**src/lsu_pkg.sv**
```systemverilog
// ---------------------------------------------------------------------------
// CPU-side sizes, LSU command encoding and data RAM geometry.
// Widths are fixed at 32-bit address and data with four byte lanes.
// RAM sizing and wait states are shared by the RAM and the testbench.
// ---------------------------------------------------------------------------
`default_nettype none

package lsu_pkg;

	// CPU datapath widths
	localparam int CPU_ADDR_WIDTH = 32;
	localparam int CPU_DATA_WIDTH = 32;
	localparam int CPU_BEN_WIDTH  = CPU_DATA_WIDTH / 8;	// one enable per byte lane

	// load-store command coming from the pipeline
	typedef enum logic [1:0] {
		LSU_IDLE  = 2'b00,	// no access this cycle
		LSU_BYTE  = 2'b01,	// 8-bit access, any offset
		LSU_HWORD = 2'b10,	// 16-bit access, even offset only
		LSU_WORD  = 2'b11	// 32-bit access, word-aligned only
	} lsu_cmd_e;

	// data RAM size in 32-bit words
	localparam int RAM_DEPTH_WORDS = 256;

	// byte addresses at or above this limit are answered with a bus error
	localparam int RAM_SIZE_BYTES = RAM_DEPTH_WORDS * CPU_BEN_WIDTH;

	// word index bits taken from the address above the byte offset
	localparam int RAM_IDX_WIDTH = $clog2(RAM_DEPTH_WORDS);

	// wait states before ready, counted from the first request cycle
	localparam int RAM_WAIT_CYCLES = 2;

	// wait counter must reach RAM_WAIT_CYCLES itself
	localparam int RAM_WAIT_CNT_WIDTH = $clog2(RAM_WAIT_CYCLES + 1);

endpackage

`default_nettype wire

```
**src/dbus_pkg.sv**
```systemverilog
// ---------------------------------------------------------------------------
// D-bus request and response types between the LSU and the data RAM.
// Addresses on the bus are always word-aligned, lanes picked by ben.
// A request stays valid with stable fields until rdy or err is returned.
// ---------------------------------------------------------------------------
`default_nettype none

package dbus_pkg;

	// one bus word, seen as a whole, as byte lanes or as halfword lanes
	typedef union packed {
		logic [lsu_pkg::CPU_DATA_WIDTH-1:0]             w;	// full word
		logic [lsu_pkg::CPU_BEN_WIDTH-1:0][7:0]         b;	// b[0] is bits 7:0
		logic [lsu_pkg::CPU_BEN_WIDTH/2-1:0][15:0]      h;	// h[0] is bits 15:0
	} dbus_word_u;

	// master to slave
	typedef struct packed {
		logic [lsu_pkg::CPU_ADDR_WIDTH-1:0] addr;	// low two bits are always zero
		logic                               cmd;	// request valid
		logic                               rnw;	// high for a read
		logic [lsu_pkg::CPU_BEN_WIDTH-1:0]  ben;	// lanes taking part in the access
		dbus_word_u                         data;	// store data already on its lanes
	} dbus_req_t;

	// slave to master
	typedef struct packed {
		dbus_word_u data;	// read word, valid together with rdy
		logic       rdy;	// transfer done this cycle
		logic       err;	// access refused, ends the transfer
	} dbus_rsp_t;

endpackage

`default_nettype wire

```
**src/lsu.sv**
```systemverilog
// ---------------------------------------------------------------------------
// Load-store unit on the D-bus, one transfer in flight at a time.
// The pipeline must hold its command while o_busy is high.
// Loads are zero-extended; there are no sign-extending loads.
// o_rdata keeps the last load result while the command is idle.
// ---------------------------------------------------------------------------
`timescale 1ns/1ps
`default_nettype none

module lsu (
	input  wire                               clk,
	input  wire                               nrst,
	input  wire [lsu_pkg::CPU_ADDR_WIDTH-1:0] i_addr,
	input  wire [lsu_pkg::CPU_DATA_WIDTH-1:0] i_wdata,
	input  wire lsu_pkg::lsu_cmd_e            i_cmd,
	input  wire                               i_rnw,
	output logic [lsu_pkg::CPU_DATA_WIDTH-1:0] o_rdata,	// load result, bits above the size are zero
	output logic                              o_busy,
	output logic                              o_err_align,
	output logic                              o_err_bus,
	output dbus_pkg::dbus_req_t               o_req,
	input  wire dbus_pkg::dbus_rsp_t          i_rsp
);

	import lsu_pkg::*;
	import dbus_pkg::*;

	// response wait FSM
	typedef enum logic {
		ST_IDLE = 1'b0,	// nothing outstanding, a new access may start
		ST_WAIT = 1'b1	// request issued, ready not seen yet
	} lsu_state_e;

	lsu_state_e                 state;
	logic                       active;	// an aligned, non-idle access is on the bus
	logic [CPU_BEN_WIDTH-1:0]   lch_ben;	// enables of the last load
	dbus_word_u                 lch_rdata;	// raw word of the last load
	logic [CPU_BEN_WIDTH-1:0]   sel_ben;
	dbus_word_u                 sel_word;

	lsu_lane_align u_lsu_lane_align (
		.i_addr      (i_addr),
		.i_wdata     (i_wdata),
		.i_cmd       (i_cmd),
		.i_rnw       (i_rnw),
		.o_err_align (o_err_align),
		.o_req       (o_req)
	);

	// request cmd is only set for aligned non-idle commands
	assign active    = o_req.cmd && !i_rsp.err;
	assign o_err_bus = i_rsp.err;	// straight from the slave, no latching

	// busy until ready arrives, an error ends the access at once
	assign o_busy = (active || state == ST_WAIT) && !i_rsp.rdy && !i_rsp.err;

	// moves the enabled lanes down to bit 0 and clears everything above
	function automatic logic [CPU_DATA_WIDTH-1:0] extract_load(
		input dbus_word_u             word,
		input logic [CPU_BEN_WIDTH-1:0] ben
	);
		logic [CPU_DATA_WIDTH-1:0] res;
		res = '0;
		unique case (ben)
			4'b0001: res = {24'b0, word.b[0]};
			4'b0010: res = {24'b0, word.b[1]};
			4'b0100: res = {24'b0, word.b[2]};
			4'b1000: res = {24'b0, word.b[3]};
			4'b0011: res = {16'b0, word.h[0]};
			4'b1100: res = {16'b0, word.h[1]};
			4'b1111: res = word.w;
			default: res = '0;	// no load seen yet after reset
		endcase
		return res;
	endfunction

	always_ff @(posedge clk or negedge nrst)
	begin
		if (!nrst)
		begin
			state     <= ST_IDLE;
			lch_ben   <= '0;
			lch_rdata <= '0;
		end
		else
		begin
			unique case (state)
				ST_IDLE:
				begin
					if (active && !i_rsp.rdy)
					begin
						state <= ST_WAIT;	// slave inserts wait states
						if (o_req.rnw)
							lch_ben <= o_req.ben;	// stores must not disturb the held load
					end
					else if (active && o_req.rnw)
					begin
						// zero-wait completion, take both at once
						lch_ben   <= o_req.ben;
						lch_rdata <= i_rsp.data;
					end
				end
				default:
				begin
					if (i_rsp.rdy)
					begin
						state <= ST_IDLE;
						if (o_req.rnw)
							lch_rdata <= i_rsp.data;
					end
					else if (i_rsp.err)
						state <= ST_IDLE;	// refused access, nothing to keep
				end
			endcase
		end
	end

	// live data while the access runs, the held load once the command goes idle
	always_comb
	begin
		if (active)
		begin
			sel_word = i_rsp.data;
			sel_ben  = o_req.ben;
		end
		else if (state == ST_WAIT)
		begin
			sel_word = i_rsp.data;
			sel_ben  = lch_ben;
		end
		else
		begin
			sel_word = lch_rdata;
			sel_ben  = lch_ben;
		end
	end

	assign o_rdata = extract_load(sel_word, sel_ben);

endmodule

`default_nettype wire

```
**src/lsu_lane_align.sv**
```systemverilog
// ---------------------------------------------------------------------------
// Turns one CPU load/store command into a D-bus request.
// Fully combinational, no state and no handshake tracking.
// Misaligned halfword or word commands raise o_err_align and no request.
// Store data is placed on its lanes, other lanes are driven to zero.
// ---------------------------------------------------------------------------
`timescale 1ns/1ps
`default_nettype none

module lsu_lane_align (
	input  wire [lsu_pkg::CPU_ADDR_WIDTH-1:0] i_addr,	// byte address from the pipeline
	input  wire [lsu_pkg::CPU_DATA_WIDTH-1:0] i_wdata,	// store data, right-justified
	input  wire lsu_pkg::lsu_cmd_e            i_cmd,
	input  wire                               i_rnw,
	output logic                              o_err_align,
	output dbus_pkg::dbus_req_t               o_req
);

	import lsu_pkg::*;

	// halfwords need an even address, words need the low two bits clear
	always_comb
	begin
		unique case (i_cmd)
			LSU_HWORD: o_err_align = i_addr[0];
			LSU_WORD:  o_err_align = |i_addr[1:0];
			default:   o_err_align = 1'b0;	// bytes and idle can never be misaligned
		endcase
	end

	// request formation, all fields stay zero unless a real access goes out
	always_comb
	begin
		o_req = '0;
		if (!o_err_align && i_cmd != LSU_IDLE)
		begin
			o_req.addr = {i_addr[CPU_ADDR_WIDTH-1:2], 2'b00};	// bus is word addressed
			o_req.cmd  = 1'b1;
			o_req.rnw  = i_rnw;
			unique case (i_cmd)
				LSU_BYTE:
				begin
					// one-hot enable on the addressed byte lane
					o_req.ben = CPU_BEN_WIDTH'(1) << i_addr[1:0];
					o_req.data.b[i_addr[1:0]] = i_wdata[7:0];
				end
				LSU_HWORD:
				begin
					// pair of lanes, lower or upper half of the word
					o_req.ben = CPU_BEN_WIDTH'(3) << {i_addr[1], 1'b0};
					o_req.data.h[i_addr[1]] = i_wdata[15:0];
				end
				default:
				begin
					o_req.ben    = '1;	// word access uses all lanes
					o_req.data.w = i_wdata;
				end
			endcase
		end
	end

endmodule

`default_nettype wire

```
**config.mk**
```make
export PLATFORM = sky130hd
export DESIGN_NAME = lsu
export DESIGN_NICKNAME = d
export VERILOG_FILES = /design/src/lsu_pkg.sv /design/src/dbus_pkg.sv /design/src/lsu.sv /design/src/lsu_lane_align.sv
export SDC_FILE = /design/constraint.sdc
export NUM_CORES = 1
export LEC_CHECK = 0
export BUFFER_PORTS_ARGS = -buffer_cell sky130_fd_sc_hd__buf_2
export CAP_MARGIN = 10
export CORE_MARGIN = 1.5
export CORE_UTILIZATION = 44
export DETAILED_ROUTE_END_ITERATION = 8
export PLACE_DENSITY = 0.94
export SYNTH_ARGS = -nofsm -noshare
export SYNTH_HDL_FRONTEND = slang
export SYNTH_SLANG_ARGS = --single-unit
```
**constraint.sdc**
```tcl
create_clock -name clk -period 4.2 [get_ports clk]
set_clock_uncertainty 0.1 [all_clocks]
set_input_delay 0.84 -clock clk [delete_from_list [all_inputs] [get_ports clk]]
set_output_delay 0.84 -clock clk [all_outputs]
set_load 0.005 [all_outputs]
```
# After elaboration in Yosys (flattened, before gate mapping)
# Cells that the tools add are included.
[op_classes] bitwise=3 reduce_logical=18 n_lt_le_gt_ge=4 n_shift=2 n_eq_ne=14 n_mux=23
[ops] cell="32-bit 2-to-1 mux" count=7
[ops] cell="32-bit case mux with 7 select lines" count=1
[ops] cell="36-bit case mux with 2 select lines" count=1
[ops] cell="70-bit 2-to-1 mux" count=1
[ops] cell="32-bit AND" count=2
[ops] cell="16-bit demux with 1-bit select" count=1
[ops] cell="8-bit demux with 2-bit select" count=1
[ops] cell="16-bit 2-to-1 mux" count=1
[ops] cell="4-bit 2-to-1 mux" count=4
[ops] cell="4-bit equality test, second input constant" count=3
[ops] cell="4-bit by 2-bit equality test with 1-bit output, second input constant" count=2
[ops] cell="1-bit logical AND" count=8
[ops] cell="8-bit 2-to-1 mux" count=1
[ops] cell="2-bit != test, second input constant" count=4
[ops] cell="2-bit nonzero test" count=3
[ops] cell="2-bit equality test, second input constant" count=2
[ops] cell="4-bit by 1-bit equality test with 1-bit output, second input constant" count=1
[ops] cell="4-bit by 3-bit equality test with 1-bit output, second input constant" count=1
[ops] cell="1-bit 2-to-1 mux" count=4
[ops] cell="4-bit AND reduction" count=1
[ops] cell="1-bit by 2-bit left shift with 4-bit output, first input constant" count=1
[ops] cell="2-bit by 2-bit left shift with 4-bit output, first input constant" count=1
[ops] cell="1-bit logical NOT" count=3
[ops] cell="2-bit by 3-bit < comparator with 1-bit output, second input constant" count=1
[ops] cell="other kinds (9)" count=9
[totals] elab_cells=67 reg_bits=37 output_inout_bits=105

# Longest topological paths before layout
# Gate-level depths: netlist of run 1.
[logic_depth] ltp_word=12 ltp_mapped=10 mapped_depth_nobuf=9

# Hierarchy
# From an unflattened synthesis of run 1, not the netlist that was laid out.
[hier_totals] hier_cells=377 hier_area_um2=3286.9
[by_module_without_submodules] module="lsu" instances=1 area_per_inst_um2=2331.0 cells_each=209 seq_area_each_um2=925.9
[by_module_without_submodules] module="lsu_lane_align" instances=1 area_per_inst_um2=955.9 cells_each=168 seq_area_each_um2=0.0

# Least setup slack after synthesis of run 1
# Ideal clock, no wire load.
[synth_timing] path_type="input to output" start="input port i_cmd[0]" end="output port o_rdata[2] (netlist bit)" path_buffers=1 stages=7 slack_ns=0.771 required_ns=3.260 arrival_ns=2.489 cell_sequence="inv_1 ha_1 clkbuf_1 nor3_1 a31oi_2 o22ai_1 a21o_2"
[synth_between] elab_chain_len=9 word_cells_on_any_way=20
[synth_lines] element="from (decl)" line_no="lsu.sv:15" text="input wire lsu_pkg::lsu_cmd_e i_cmd,"
[synth_lines] element="2-bit equality test (on tied branches)" line_no="lsu_lane_align.sv:24, lsu_lane_align.sv:40"
[synth_lines] element="1-bit case mux with 2 select lines" line_no="lsu_lane_align.sv:24" text="unique case (i_cmd)"
[synth_lines] element="1-bit logical NOT" line_no="lsu_lane_align.sv:35" text="if (!o_err_align && i_cmd != LSU_IDLE)"
[synth_lines] element="1-bit logical AND" line_no="lsu_lane_align.sv:35"
[synth_lines] element="70-bit 2-to-1 mux *" line_no="lsu_lane_align.sv:35"
[synth_lines] element="1-bit logical AND" line_no="lsu.sv:51" text="assign active = o_req.cmd && !i_rsp.err;"
[synth_lines] element="4-bit 2-to-1 mux" line_no="lsu.sv:121" text="if (active)"
[synth_lines] element="4-bit equality test, or another cell as far along" line_no="lsu.sv:64" text="unique case (ben)"
[synth_lines] element="32-bit case mux with 7 select lines *" line_no="lsu.sv:64"
[synth_lines] element="to (decl)" line_no="lsu.sv:17" text="output logic [lsu_pkg::CPU_DATA_WIDTH-1:0] o_rdata,"
# Mark *: on every way between the ends. The rest lies on a longest branch, timed or not.

# Final worst setup path of run 1
[layout_timing] start="input port i_cmd[1]" end="output port o_rdata[6] (netlist bit)"
# The elaborated chain is that of the path after synthesis.

==> results of run 1 <==
sequential cells by signal (all words and copies together), names as in the netlist:
register,flops
lch_ben,4
state,1
lch_rdata,32
cell type report:
type                    instances  area, sq um
multi-input cells             280         2000
fillers                       597         2520
clock buffers                   7         86.3
repair buffers                214         1110
well taps                      96          120
inverters                       9         33.8
flip-flops and latches         37          926
stage by stage:
stage | utilization | std cells | hold slack (ps) | worst slack (ps) | power, W
after floorplan | - | 351 | 364 | 771 | 0.000934
after global placement | 0.616 | 636 | 381 | 397 | 0.00117
after detailed placement | 0.616 | 636 | 381 | 357 | 0.00120
after CTS | 0.629 | 643 | 401 | 359 | 0.00144
after global routing | 0.629 | 643 | 406 | 192 | 0.00154
final | 0.629 | 643 | 399 | 343 | 0.00145
worst max path at each step:
stage / start / to / slack, ps / depth (start not counted)
2_1_floorplan: i_cmd[0] / o_rdata[2] / 770 / 7
3_3_place_gp: i_cmd[0] / o_rdata[6] / 400 / 11
3_5_place_dp: i_cmd[1] / o_rdata[0] / 360 / 10
4_1_cts: i_cmd[1] / o_rdata[0] / 360 / 10
5_1_grt: i_cmd[1] / o_rdata[6] / 190 / 10
6_report: i_cmd[1] / o_rdata[6] / 340 / 10
per-layer routing:
layer  up-vias  wire, um
met2       164      4840
met1      1654      4080
met5         -         0
met3        23       669
met4         0       187
li1       1651         -
power by group:
part / switching, W / internal (W) / total (W)
Sequential: 0.0000660 / 0.000460 / 0.000526
Combinational: 0.000338 / 0.000335 / 0.000673
Clock: 0.000116 / 0.000130 / 0.000246
cells by family (layout without fill, tap and decap cells):
group | Yosys count | after routing | synth area share
xor+xnor | 1 | 1 | 0.00283
buf+inv | 34 | 230 | 0.0554
other cells | 1 | 2 | 0.00121
fa+ha+maj | 3 | 3 | 0.0121
flops | 37 | 37 | 0.299
simple gates | 120 | 120 | 0.197
compound gates | 89 | 89 | 0.209
mux | 65 | 65 | 0.223
synth_stat cells (11+ instances only):
cell      number  area [sq um]
dfrtp_1       37           926
and2_1        31           194
clkbuf_1      11          41.3
a22oi_1       24           180
nor2_1        45           169
mux2_2        31           349
o22ai_1       24           150
nand2_1       16          60.1
a21oi_1       15          75.1
mux2i_1       33           330
==> summary.txt, run 1 <==
status: complete, no violations
Inserted Clock Buffers: 5
Reg2Reg Depth: 6
Crit. End Element: output port
setup_tns: 0 ps
crit path launch type: input port
GR Util met2: 0.421
hold path cells: 1
post-synthesis register bit count: 37
CTS clock-pin slew for the worst setup and hold paths: 70 ps
ANT cells: 0
Post-synth top flop: dfrtp_1
max frequency: 259 MHz
GRT met3 Usage: 0.0351
Worst path top cell family by delay: buffers and inverters
CTS Sinks: 37
Worst path most repeated cell: buf_2
Post-CTS Resized: 0
synthesized instance count: 350
Final Max Tran Viols: 0
Ports: 208
area of the core: 0.00679 sq mm
crit-path max cell delay: 400 ps
share of cells above drive strength 1: 0.494
met1 GRT Util: 0.326
CP Cell Sequence: buf_2 -> ha_1 -> nor2_1 -> or2_4 -> o22ai_4 -> buf_12 -> mux2i_1 -> o22ai_1 -> a21o_2 -> buf_2
Mean Syn Cell Area: 8.84 sq um
Reg-to-Reg End: lch_rdata[21]
Worst Hold End: lch_rdata[18]
Worst R2R Start: state
Slowest-stage cell, CP: mux2i_1
total global routing overflow: 0
full die area: 0.00754 sq mm
vias per cell: 5.43
Worst-Margin Slew: 813 ps
Final setup viols: 0
CTS max path bufs: 2
WL/cell: 15.2 um
DIE HEIGHT: 86.9 um
HPWL after detailed placement: 7670 um
placed inst area: 0.00419 sq mm
CTS HTree Levels: 2
largest net degree at the start of global routing: 40
Die Wd: 86.9 um
ys async rst share: 1.00
Crit path required time: 3260 ps
crit-path max FO: 33
Starting Density: 0.455
hold_sp: lch_rdata[18]
router iterations before antenna repair: 5
first-pass GRT wire length: 14900 um
drt total wl: 9770 um
period utilization: 0.918
most common cell after layout, fill and taps aside: buf_2
Power Dens Cells: 338 mW/mm^2
unrepaired setup endpoints after global routing: no
I/O Buffers: 205
Fin. Hold Viols: 0
Leak: 2.40 nW
area growth from synthesis to layout: 38.1%
worst skew pair latency: 290 ps
DRC: 0
initial antenna violation count: 0
number of global-route vias before repair: 3244
cts hold-fix bufs: 0
Cell Rows: 30
total of max-cap violations: 0
Total Routing Usage GR: 0.248
post-layout min period: 3860 ps
Post-Layout Inst Area: 0.00427 sq mm
Vias: 3492
Max IR drop VDD: 0.250 mV
Final ANT Viol Nets: 0
Root Driver: clkbuf_8
R2R Setup Slk: 1780 ps
slew margin rel.: 0.458
Yosys warnings: 0
GR peak layer: met2
crit path DAT: 2920 ps
critical path class: input port to output port
Nets: 653
GPL Wtd Cong: 0.922
EDFF count, synth: 0
TritonCTS clock tree: yes
WP buf/inv: 3
most frequent cells in the layout: buf_2 (205), nor2_1 (45), dfrtp_1 (37), mux2i_1 (33)
sequential area share after synthesis: 0.299
Post-CTS Setup Inserts: 0
1st-iter DRT viols: 201
Distinct cells, synth: 44
min-delay worst type: flip-flop to flip-flop
synthesized area: 0.00309 sq mm
Power figures use the tool's default switching activity.
==> inputs of run 2 (changes only) <==
Settings changed: PLACE_DENSITY 0.94 to 0.89.
==> summary.txt, run 2 (same netlist as run 1, synthesis figures left out) <==
area of the core: 0.00679 sq mm
Root Driver: clkbuf_8
period utilization: 0.963
worst skew pair latency: 300 ps
Final ANT Viol Nets: 0
unrepaired setup endpoints after global routing: no
Crit path required time: 3260 ps
crit-path max FO: 19
max reg flops: 32
CTS Sinks: 37
Starting Density: 0.455
WL/cell: 15.7 um
CTS clock-pin slew for the worst setup and hold paths: 70 ps
hold_sp: lch_rdata[0]
Post-CTS Setup Inserts: 0
slew margin rel.: 0.443
setup_tns: 0 ps
post-layout min period: 4040 ps
TritonCTS clock tree: yes
initial antenna violation count: 0
worst setup margin: 157 ps
drt total wl: 10100 um
Die Wd: 86.9 um
DIE HEIGHT: 86.9 um
Top reg by flops: lch_rdata
worst slack, placed: 96.0 ps
crit path DAT: 3100 ps
Leak: 2.40 nW
area growth from synthesis to layout: 38.3%
total power draw: 0.00145 W
crit path launch type: input port
min-delay worst type: flip-flop to flip-flop
1st-iter DRT viols: 278
status: complete, no violations
Vias: 3525
Total Routing Usage GR: 0.261
max frequency: 247 MHz
CTS max path bufs: 2
total of max-cap violations: 0
Crit. End Element: output port
final std cells w/o fill: 645
Max IR drop VDD: 0.308 mV
Power Dens Cells: 340 mW/mm^2
number of global-route vias before repair: 3258
CTS HTree Levels: 2
critical path class: input port to output port
HPWL after detailed placement: 7830 um
ANT cells: 0
share of cells above drive strength 1: 0.494
Nets: 654
vias per cell: 5.47
GPL Wtd Cong: 0.933
Inserted Clock Buffers: 5
first-pass GRT wire length: 15500 um
post-placement cell count: 637
Worst-Margin Slew: 835 ps
CP Launch Point: i_cmd[0]
Worst R2R Start: state
largest net degree at the start of global routing: 38
Fin. Hold Viols: 0
Largest regs: lch_rdata (32), lch_ben (4), state (1)
DRC: 0
router iterations before antenna repair: 7
final core utilization: 0.630
Final Max Tran Viols: 0
Final setup viols: 0
Ports: 208
most common cell after layout, fill and taps aside: buf_2
total global routing overflow: 0
Cell Rows: 30
most frequent cells in the layout: buf_2 (205), nor2_1 (45), dfrtp_1 (37), mux2i_1 (33)
full die area: 0.00754 sq mm
I/O Buffers: 205
## run 2: area by class of cell
class | instances | area (sq um)
well taps | 96 | 120
clock buffers | 8 | 80.1
repair buffers | 215 | 1110
fillers | 597 | 2520
flip-flops and latches | 37 | 926
inverters | 9 | 33.8
multi-input cells | 280 | 2000
## run 2: critical path, stage by stage
cell      delay, ps
buf_2           120
inv_1            50
ha_1            410
buf_4           250
o21bai_1        360
a21oi_1         650
o22ai_1         230
buf_2           170
## run 2: power breakdown
part / internal (W) / switching [W]
Clock: 0.000118 / 0.000124
Sequential: 0.000460 / 0.0000676
Combinational: 0.000338 / 0.000347
## run 2: per-layer routing
layer  vias to the layer above  track usage  wire length, um
li1                       1657            -                -
met1                      1646        0.333             4110
met2                       188        0.433             4990
met3                        34       0.0389              656
met4                         0        0.123              350
met5                         -            0                0
## run 2: path summary, 6_finish.rpt
kind / endpoint / slack [ps] / cells past startpoint
setup / recovery: o_rdata[10] / 160 / 8
hold reg to reg: lch_rdata[0] / 410 / 1
hold / removal: lch_rdata[0] / 410 / 1
max in group asynchronous: state / 2940 / 1
min in group asynchronous: lch_rdata[27] / 540 / 1
setup reg to reg: lch_rdata[20] / 1950 / 7
## run 2: stage by stage
stage | instance area (sq um) | hold WS (ps)
after floorplan | 3100 | 364
final | 4280 | 407
after CTS | 4270 | 410
after detailed placement | 4190 | 389
after global routing | 4280 | 424
after global placement | 4190 | 375
## run 2: what timing repair did
action / 4_1_cts / 5_1_grt
resized for setup: 0 / 1
endpoints found under the setup margin: 0 / 16
hold buffers: 0 / 0
